**config.mk**
```make
export PLATFORM = sky130hd
export DESIGN_NAME = rv_core_top
export DESIGN_NICKNAME = d
export VERILOG_FILES = /design/src/hdl/rv_pkg.sv /design/src/hdl/rv_controller.sv /design/src/hdl/rv_core_top.sv /design/src/hdl/rv_decode_stage.sv /design/src/hdl/rv_execute_stage.sv /design/src/hdl/rv_imm_extend.sv /design/src/hdl/rv_regfile.sv
export SDC_FILE = /design/constraint.sdc
export NUM_CORES = 2
export LEC_CHECK = 0
export BUFFER_PORTS_ARGS = -buffer_cell sky130_fd_sc_hd__buf_2
export CAP_MARGIN = 20
export CORE_MARGIN = 3
export CORE_UTILIZATION = 31
export CTS_BUF_LIST = sky130_fd_sc_hd__clkbuf_16
export DETAILED_ROUTE_END_ITERATION = 16
export HOLD_SLACK_MARGIN = 0.12
export PLACE_DENSITY = 0.57
export SLEW_MARGIN = 20
export SYNTH_ARGS = -nofsm -noshare
export SYNTH_HDL_FRONTEND = slang
export SYNTH_HIERARCHICAL = 1
export SYNTH_SLANG_ARGS = --single-unit
```
**constraint.sdc**
```tcl
create_clock -name i_clk -period 6.6 [get_ports i_clk]
set_input_delay 0.33 -clock i_clk [delete_from_list [all_inputs] [get_ports i_clk]]
set_output_delay 0.33 -clock i_clk [all_outputs]
set_load 0.05 [all_outputs]
```
**src/hdl/rv_pkg.sv**
```systemverilog
`default_nettype none

package rv_pkg;

    localparam int XLEN   = 32;
    localparam int REG_AW = 5;
    localparam int PC_W   = 11;

    // Major opcodes of the supported subset
    localparam logic [6:0] OP_R      = 7'b0110011;
    localparam logic [6:0] OP_I      = 7'b0010011;
    localparam logic [6:0] OP_BRANCH = 7'b1100011;
    localparam logic [6:0] OP_JAL    = 7'b1101111;

    typedef logic [XLEN-1:0]   word_t;
    typedef logic [REG_AW-1:0] reg_addr_t;
    typedef logic [PC_W-1:0]   pc_t;
    typedef logic [31:0]       instr_t;

    typedef enum logic [2:0] {
        ALU_ADD,
        ALU_SUB,
        ALU_AND,
        ALU_OR,
        ALU_SLT,
        ALU_UNUSED
    } alu_op_t;

    typedef enum logic [1:0] {
        IMM_I,
        IMM_B,
        IMM_J
    } imm_src_t;

    typedef enum logic [0:0] {
        RES_ALU,
        RES_PC4
    } result_src_t;

    typedef struct packed {
        logic        regwrite;
        result_src_t result_src;
        logic        alusrc;
        logic        jump;
        logic        branch;
        alu_op_t     alu_op;
    } ctrl_t;

    typedef struct packed {
        ctrl_t     ctrl;
        word_t     rs1_data;
        word_t     rs2_data;
        word_t     imm;
        pc_t       pc;
        pc_t       pc4;
        reg_addr_t rd;
    } id_ex_t;

    typedef struct packed {
        logic      we;
        reg_addr_t rd;
        word_t     data;
    } wb_t;

    // No write, no branch, no jump
    localparam ctrl_t CTRL_BUBBLE = '{
        regwrite:   1'b0,
        result_src: RES_ALU,
        alusrc:     1'b0,
        jump:       1'b0,
        branch:     1'b0,
        alu_op:     ALU_UNUSED
    };

    localparam id_ex_t ID_EX_BUBBLE = '{
        ctrl:     CTRL_BUBBLE,
        rs1_data: '0,
        rs2_data: '0,
        imm:      '0,
        pc:       '0,
        pc4:      '0,
        rd:       '0
    };

endpackage

`default_nettype wire

```
**src/hdl/rv_controller.sv**
```systemverilog
`timescale 1ns/100ps
`default_nettype none

module rv_controller (
    input  wire logic [6:0]       i_op,
    input  wire logic [2:0]       i_funct3,
    input  wire logic             i_funct7b5,
    input  wire logic             i_valid,
    output rv_pkg::ctrl_t         o_ctrl,
    output rv_pkg::imm_src_t      o_imm_src
);

    logic            is_rtype;
    rv_pkg::alu_op_t alu_dec;
    rv_pkg::ctrl_t   ctrl;

    assign is_rtype = (i_op == rv_pkg::OP_R);

    // ALU decoder, shared by R-type and I-type
    always_comb begin
        case (i_funct3)
            3'b000:  alu_dec = (is_rtype && i_funct7b5) ? rv_pkg::ALU_SUB : rv_pkg::ALU_ADD;
            3'b010:  alu_dec = rv_pkg::ALU_SLT;
            3'b110:  alu_dec = rv_pkg::ALU_OR;
            3'b111:  alu_dec = rv_pkg::ALU_AND;
            default: alu_dec = rv_pkg::ALU_UNUSED;
        endcase
    end

    // Main decoder
    always_comb begin
        ctrl      = rv_pkg::CTRL_BUBBLE;
        o_imm_src = rv_pkg::IMM_I;
        case (i_op)
            rv_pkg::OP_R: begin
                // Unsupported funct3 stays a bubble
                if (alu_dec != rv_pkg::ALU_UNUSED) begin
                    ctrl.regwrite = 1'b1;
                    ctrl.alu_op   = alu_dec;
                end
            end
            rv_pkg::OP_I: begin
                if (alu_dec != rv_pkg::ALU_UNUSED) begin
                    ctrl.regwrite = 1'b1;
                    ctrl.alusrc   = 1'b1;
                    ctrl.alu_op   = alu_dec;
                end
            end
            rv_pkg::OP_BRANCH: begin
                // Only beq is decoded
                if (i_funct3 == 3'b000) begin
                    ctrl.branch = 1'b1;
                    ctrl.alu_op = rv_pkg::ALU_SUB;
                end
                o_imm_src = rv_pkg::IMM_B;
            end
            rv_pkg::OP_JAL: begin
                ctrl.regwrite   = 1'b1;
                ctrl.jump       = 1'b1;
                ctrl.result_src = rv_pkg::RES_PC4;
                ctrl.alu_op     = rv_pkg::ALU_ADD;
                o_imm_src       = rv_pkg::IMM_J;
            end
            default: begin
                ctrl = rv_pkg::CTRL_BUBBLE;
            end
        endcase
    end

    assign o_ctrl = i_valid ? ctrl : rv_pkg::CTRL_BUBBLE;

endmodule

`default_nettype wire

```
**src/hdl/rv_core_top.sv**
```systemverilog
`timescale 1ns/100ps
`default_nettype none

module rv_core_top (
    input  wire logic           i_clk,
    input  wire logic           i_rst_n,
    input  wire logic           i_instr_valid,
    input  wire rv_pkg::instr_t i_instr,
    input  wire rv_pkg::pc_t    i_pc,
    input  wire rv_pkg::pc_t    i_pc4,
    output rv_pkg::wb_t         o_wb,
    output logic                o_pcsrc,
    output rv_pkg::pc_t         o_pc_target
);

    rv_pkg::id_ex_t id_ex;

    // Taken branch or jump flushes decode, writeback loops into the regfile
    rv_decode_stage u_decode (
        .i_clk         (i_clk),
        .i_rst_n       (i_rst_n),
        .i_flush       (o_pcsrc),
        .i_instr_valid (i_instr_valid),
        .i_instr       (i_instr),
        .i_pc          (i_pc),
        .i_pc4         (i_pc4),
        .i_wb          (o_wb),
        .o_id_ex       (id_ex)
    );

    rv_execute_stage u_execute (
        .i_clk       (i_clk),
        .i_rst_n     (i_rst_n),
        .i_id_ex     (id_ex),
        .o_pcsrc     (o_pcsrc),
        .o_pc_target (o_pc_target),
        .o_wb        (o_wb)
    );

endmodule

`default_nettype wire

```
**src/hdl/rv_decode_stage.sv**
```systemverilog
`timescale 1ns/100ps
`default_nettype none

module rv_decode_stage (
    input  wire logic           i_clk,
    input  wire logic           i_rst_n,
    input  wire logic           i_flush,
    input  wire logic           i_instr_valid,
    input  wire rv_pkg::instr_t i_instr,
    input  wire rv_pkg::pc_t    i_pc,
    input  wire rv_pkg::pc_t    i_pc4,
    input  wire rv_pkg::wb_t    i_wb,
    output rv_pkg::id_ex_t      o_id_ex
);

    // Instruction fields
    logic [6:0]        opcode;
    logic [2:0]        funct3;
    logic              funct7b5;
    rv_pkg::reg_addr_t rs1_addr;
    rv_pkg::reg_addr_t rs2_addr;
    rv_pkg::reg_addr_t rd_addr;

    rv_pkg::ctrl_t     ctrl;
    rv_pkg::imm_src_t  imm_src;
    rv_pkg::word_t     rs1_data;
    rv_pkg::word_t     rs2_data;
    rv_pkg::word_t     imm;
    rv_pkg::id_ex_t    id_ex_next;

    assign opcode   = i_instr[6:0];
    assign rd_addr  = i_instr[11:7];
    assign funct3   = i_instr[14:12];
    assign rs1_addr = i_instr[19:15];
    assign rs2_addr = i_instr[24:20];
    assign funct7b5 = i_instr[30];

    rv_controller u_controller (
        .i_op       (opcode),
        .i_funct3   (funct3),
        .i_funct7b5 (funct7b5),
        .i_valid    (i_instr_valid),
        .o_ctrl     (ctrl),
        .o_imm_src  (imm_src)
    );

    // Write port is fed from the EX/WB register
    rv_regfile u_regfile (
        .i_clk      (i_clk),
        .i_rst_n    (i_rst_n),
        .i_rs1_addr (rs1_addr),
        .i_rs2_addr (rs2_addr),
        .i_wb       (i_wb),
        .o_rs1_data (rs1_data),
        .o_rs2_data (rs2_data)
    );

    rv_imm_extend u_imm_extend (
        .i_instr   (i_instr),
        .i_imm_src (imm_src),
        .o_imm     (imm)
    );

    always_comb begin
        id_ex_next.ctrl     = ctrl;
        id_ex_next.rs1_data = rs1_data;
        id_ex_next.rs2_data = rs2_data;
        id_ex_next.imm      = imm;
        id_ex_next.pc       = i_pc;
        id_ex_next.pc4      = i_pc4;
        id_ex_next.rd       = rd_addr;
    end

    // ID/EX register
    always_ff @(posedge i_clk or negedge i_rst_n) begin
        if (!i_rst_n) begin
            o_id_ex <= rv_pkg::ID_EX_BUBBLE;
        end else if (i_flush) begin
            // Slot behind a taken branch or jump
            o_id_ex <= rv_pkg::ID_EX_BUBBLE;
        end else begin
            o_id_ex <= id_ex_next;
        end
    end

endmodule

`default_nettype wire

```
**src/hdl/rv_execute_stage.sv**
```systemverilog
`timescale 1ns/100ps
`default_nettype none

module rv_execute_stage (
    input  wire logic           i_clk,
    input  wire logic           i_rst_n,
    input  wire rv_pkg::id_ex_t i_id_ex,
    output logic                o_pcsrc,
    output rv_pkg::pc_t         o_pc_target,
    output rv_pkg::wb_t         o_wb
);

    rv_pkg::word_t     src_b;
    rv_pkg::word_t     diff;
    rv_pkg::word_t     alu_result;
    rv_pkg::word_t     result;
    logic              zero;
    logic              wb_we_q;
    rv_pkg::reg_addr_t wb_rd_q;
    rv_pkg::word_t     wb_data_q;

    assign src_b = i_id_ex.ctrl.alusrc ? i_id_ex.imm : i_id_ex.rs2_data;
    assign diff  = i_id_ex.rs1_data - src_b;
    assign zero  = (diff == '0);

    always_comb begin
        case (i_id_ex.ctrl.alu_op)
            rv_pkg::ALU_ADD: alu_result = i_id_ex.rs1_data + src_b;
            rv_pkg::ALU_SUB: alu_result = diff;
            rv_pkg::ALU_AND: alu_result = i_id_ex.rs1_data & src_b;
            rv_pkg::ALU_OR:  alu_result = i_id_ex.rs1_data | src_b;
            rv_pkg::ALU_SLT: alu_result = {{(rv_pkg::XLEN-1){1'b0}},
                                           $signed(i_id_ex.rs1_data) < $signed(src_b)};
            default:         alu_result = '0;
        endcase
    end

    // Branch and jump resolution
    assign o_pc_target = i_id_ex.pc + i_id_ex.imm[rv_pkg::PC_W-1:0];
    assign o_pcsrc     = (i_id_ex.ctrl.branch & zero) | i_id_ex.ctrl.jump;

    // jal links pc4
    assign result = (i_id_ex.ctrl.result_src == rv_pkg::RES_PC4) ?
                    {{(rv_pkg::XLEN-rv_pkg::PC_W){1'b0}}, i_id_ex.pc4} : alu_result;

    // EX/WB register, writes to x0 are dropped here
    always_ff @(posedge i_clk or negedge i_rst_n) begin
        if (!i_rst_n) begin
            wb_we_q <= 1'b0;
        end else begin
            wb_we_q <= i_id_ex.ctrl.regwrite && (i_id_ex.rd != '0);
        end
    end

    always_ff @(posedge i_clk) begin
        wb_rd_q   <= i_id_ex.rd;
        wb_data_q <= result;
    end

    assign o_wb = '{we: wb_we_q, rd: wb_rd_q, data: wb_data_q};

endmodule

`default_nettype wire

```
**src/hdl/rv_imm_extend.sv**
```systemverilog
`timescale 1ns/100ps
`default_nettype none

module rv_imm_extend (
    input  wire rv_pkg::instr_t   i_instr,
    input  wire rv_pkg::imm_src_t i_imm_src,
    output rv_pkg::word_t         o_imm
);

    always_comb begin
        case (i_imm_src)
            // addi, andi, ori, slti
            rv_pkg::IMM_I: o_imm = {{20{i_instr[31]}}, i_instr[31:20]};
            // beq offset, halfword aligned
            rv_pkg::IMM_B: o_imm = {{19{i_instr[31]}}, i_instr[31], i_instr[7],
                                    i_instr[30:25], i_instr[11:8], 1'b0};
            // jal offset
            rv_pkg::IMM_J: o_imm = {{11{i_instr[31]}}, i_instr[31], i_instr[19:12],
                                    i_instr[20], i_instr[30:21], 1'b0};
            default:       o_imm = '0;
        endcase
    end

endmodule

`default_nettype wire

```
**src/hdl/rv_regfile.sv**
```systemverilog
`timescale 1ns/100ps
`default_nettype none

module rv_regfile (
    input  wire logic              i_clk,
    input  wire logic              i_rst_n,
    input  wire rv_pkg::reg_addr_t i_rs1_addr,
    input  wire rv_pkg::reg_addr_t i_rs2_addr,
    input  wire rv_pkg::wb_t       i_wb,
    output rv_pkg::word_t          o_rs1_data,
    output rv_pkg::word_t          o_rs2_data
);

    rv_pkg::word_t regs [2**rv_pkg::REG_AW];
    logic          wr_en;

    // x0 is never written
    assign wr_en = i_wb.we && (i_wb.rd != '0);

    always_ff @(posedge i_clk or negedge i_rst_n) begin
        if (!i_rst_n) begin
            for (int i = 0; i < 2**rv_pkg::REG_AW; i++) begin
                regs[i] <= '0;
            end
        end else if (wr_en) begin
            regs[i_wb.rd] <= i_wb.data;
        end
    end

    // Write-first: same-cycle write is visible to the reader
    function automatic rv_pkg::word_t read_port(rv_pkg::reg_addr_t addr);
        if (addr == '0) begin
            return '0;
        end
        if (wr_en && (i_wb.rd == addr)) begin
            return i_wb.data;
        end
        return regs[addr];
    endfunction

    // Reads follow the array and the write port as well as the addresses
    always_comb begin
        o_rs1_data = read_port(i_rs1_addr);
        o_rs2_data = read_port(i_rs2_addr);
    end

endmodule

`default_nettype wire

```
==> summary.md <==
| Metric | Value |
|---|---|
| Post-CTS sizing | 0 |
| Clock group share of total power | 0.434 |
| Die width | ~470 um |
| GR Util All Layers | 0.218 |
| Die Area | 0.223 mm2 |
| Final period utilization | 0.943 |
| Dpl cell area | roughly 0.07 mm2 |
| Number of remaining DRC errors | 0 |
| Final GP Congestion | 0.923 |
| Initial core utilization | 0.313 |
| WHS | roughly 0.25 ns |
| Max Fclk | roughly 0.16 GHz |
| Clk slew on worst S/H paths | roughly 0.060 ns |
| Largest family of logic cells by synthesized area | multiplexers |
| Final setup violating endpoints | 0 |
| Setup Slack @ Placement | roughly 1.0 ns |
| TritonCTS Sinks | between 1000 and 1500 |
| CP required | ~6.3 ns |
| Critical Path Start Type | flip-flop |
| Post-Synth XOR/XNOR Area | 0.00910 |
| Placed cell count | around 7800 |
| Relative slew slack | 0.146 |
| Status | finished clean |
| Power Total | 17.1 mW |
| Tightest Pin Transition | 1.28 ns |
| CTS max path bufs | 3 |
| Core box area | ~0.22 mm2 |
| Largest net degree at the start of global routing | roughly 150 |
| Leakage | roughly 35 nW |
| Vias | roughly 48000 |
| Hold Vio Cnt, Final | 0 |
| Synth Area in Compound Gates | 0.0842 |
| Synth Area in Simple Gates | 0.0535 |
| Setup TNS | 0 ns |
| Fraction of layout cells with a size suffix above 1 | 0.357 |
| Clock skew | between 0.03 and 0.04 ns |
| H-Tree Depth | 4 |
| Wire length per cell | around 30 um |
| Max Cap Viol | 0 |
| Worst min path class | primary input to async pin |
| Yosys warning count | 6 |
| Top post-synthesis cells by area | dfrtp_1 (43%), mux2_2 (17%), mux4_2 (11%), mux2i_1 (6.3%), ha_1 (2.0%) |
| Mux cell area share after synthesis | 0.347 |
| Global-route wire length before repair | between 300 and 400 mm |
| Syn Std Cell Area | just under 0.07 mm2 |
| Internal power | about 12 mW |
| Vias per inst | slightly below 6 |
| Flops & latches, synth | approximately 1200 |
| Switch share | 0.279 |
| Yosys top cell by area | dfrtp_1 |
| Netlist cell types | roughly 110 |
| Input/output buffers | 106 |
| Synth Area in Adders | 0.0206 |
| Sequential share of power | 0.435 |
| Synth Instances | between 5000 and 6000 |
| Power per cell area | between 200 and 250 mW/mm2 |
| Net count after synthesis | approximately 5400 |
| Vias in the first global route | 47900 |
| I/O Pins | approximately 110 |
| Top-area cell type share of the netlist area | 0.429 |
| Die Ht | ~470 um |
| Total Wirelength | approximately 250 mm |
| Final Util | 0.349 |
| CTS tree | done |
| Cell area after layout | between 0.07 and 0.08 mm2 |
| DR iter-0 viols | ~5600 |
| CTS buffer count | about 140 |
| Row cnt | 170 |
| Area Overhead vs Synth | 11.7% |
| Post-synth EDFFs | 0 |
| RSZ-0062 raised after global routing | false |
| Seq/Total Area, Yosys | 0.440 |
| Placed wire-length estimate | between 150 and 200 mm |
| Non-filler instance count after layout | a little over 8000 |
| Worst vdd ir | a little under 0.3 mV |
| Async set-reset flop share out of synthesis | 0.969 |
| Clk Latency, worst-skew pair | roughly 0.80 ns |
| Sw power | approximately 4.8 mW |
| Comb pwr share | 0.131 |
| DRT antenna net count | 0 |
| Syn avg cell area | 12.8 um2 |
| CP arrival | ~6 ns |
| Nets | ~5300 |
| Initial antenna violation count | 12 |
| Setup ws final | 0.378 ns |
| Synth Flop Type | dfrtp_1 |
| Global route overflow | 0 |
| Final period demand of the worst path | 6.22 ns |
| Crit. End Element | primary output |
| Router iterations before antenna repair | 6 |
| Critical setup path kind | flip-flop to primary output |
| CP Max Fanout | 22 |
| Slew Viols, Final | 0 |
| Clock tree root buffer cell | clkbuf_16 |
-- kinds of logic after synthesis --
kind of cell	Yosys count
fa+ha+maj	109
buf+inv	645
compound gates	791
xor+xnor	70
mux	1771
flops	1193
simple gates	685
-- Yosys cell counts, drive strengths merged, types with 10 or more instances --
cell type and instances:
ha 106, a2111oi 17, mux4 347, a21o 27, a221o 20, o22ai 74
nand2b 32, xor2 16, nor3b 11, buf 281, a22o 33, o21bai 12
dfrtp 1154, a211o 27, xnor2 54, and2 17, a31oi 11, mux2 1000
nand2 104, nor2 153, and3 14, o21ai 132, nor3 77, clkbuf 248
nor2b 171, o211ai 28, a211oi 54, mux2i 424, o31ai 16, or2 10
inv 114, nor4 15, a22oi 69, nand3 46, a21oi 128, dfxtp 37
a221oi 79
-- worst paths after layout --
check	start	to	slack, ns	cells after the start
hold / removal	i_rst_n	u_decode/u_regfile/regs[134]	0.25	2
min in group i_clk	i_instr[4]	u_decode/o_id_ex[130]	0.25	5
setup reg to reg	u_decode/o_id_ex[128]	u_decode/o_id_ex[93]	0.97	15
hold reg to reg	u_decode/o_id_ex[0]	u_execute/wb_rd_q[0]	0.36	0
setup / recovery	u_decode/o_id_ex[128]	o_pcsrc	0.38	14
max in group asynchronous	i_rst_n	u_decode/u_regfile/regs[1000]	4.79	4
-- cells in the final DEF (no fill, tap or decap), types with 69 or more instances in the layout --
cell       netlist  layout
a22oi_1         69      69
nor2b_1        169     165
o21ai_0        126     126
clkbuf_16        0     141
nor2_1         151     134
mux2i_1        424     424
mux2_2        1000    1000
o22ai_1         74      74
mux4_2         338     338
inv_1          112     143
buf_4           53     141
dfrtp_1       1154    1152
a221oi_1        77      77
ha_1           106     106
nor3_1          75      74
a21oi_1        127     127
nand2_1        103      88
buf_2          136      98
-- critical path, cell delays in order, from the launching register on --
cell and delay (ns):
dfrtp_2 0.58, buf_4 0.53, mux2i_1 0.21, ha_1 0.64, nor2b_1 0.23, a2111oi_4 0.38
o41ai_1 0.18, o311a_2 0.42, o41ai_4 0.29, xnor2_1 0.23, nand4_1 0.12, nor4_1 0.22
nand4_1 0.20, o41ai_4 0.50, buf_2 0.37
-- metal layers --
metal | up-vias | part of all wire | GRT usage
met5 | - | 0.000052 | 0
met4 | 2 | 0.041 | 0.0841
met3 | 492 | 0.087 | 0.0475
met2 | 2340 | 0.45 | 0.337
met1 | 25600 | 0.42 | 0.298
li1 | 19600 | - | -
-- registers in the layout, indices dropped and copies added, names as in the netlist --
| register | cells |
|---|---|
| u_decode/o_id_ex | 131 |
| u_execute/wb_data_q | 32 |
| u_decode/u_regfile/regs | 1024 |
| u_execute/wb_we_q | 1 |
| u_execute/wb_rd_q | 5 |
-- layout make-up --
type,instances,area (um2)
Fill cell,21000,140000
Multi-Input combinational cell,3426,34900
Sequential cell,1193,29700
Tap cell,2838,3550
Clock buffer,141,3530
Timing Repair Buffer,311,2450
Clock inverter,104,757
Inverter,116,435
Antenna cell,2,5.00
-- power by group through the flow --
stage                     registers [mW]  logic [mW]  clock network (mW)
final                               7.44        2.23                7.42
after global routing                7.44        2.37                7.84
after CTS                           7.44        2.21                7.56
after detailed placement            7.57        2.18                   0
after global placement              7.57        2.19                   0
after floorplan                     7.55        1.38                   0
-- what timing repair did --
| action | CTS | global route |
|---|---|---|
| hold endpoints to repair | 132 | 0 |
| hold buffers | 49 | 0 |
| setup buffers | 0 | 0 |
(Power assumes the default switching activity.)
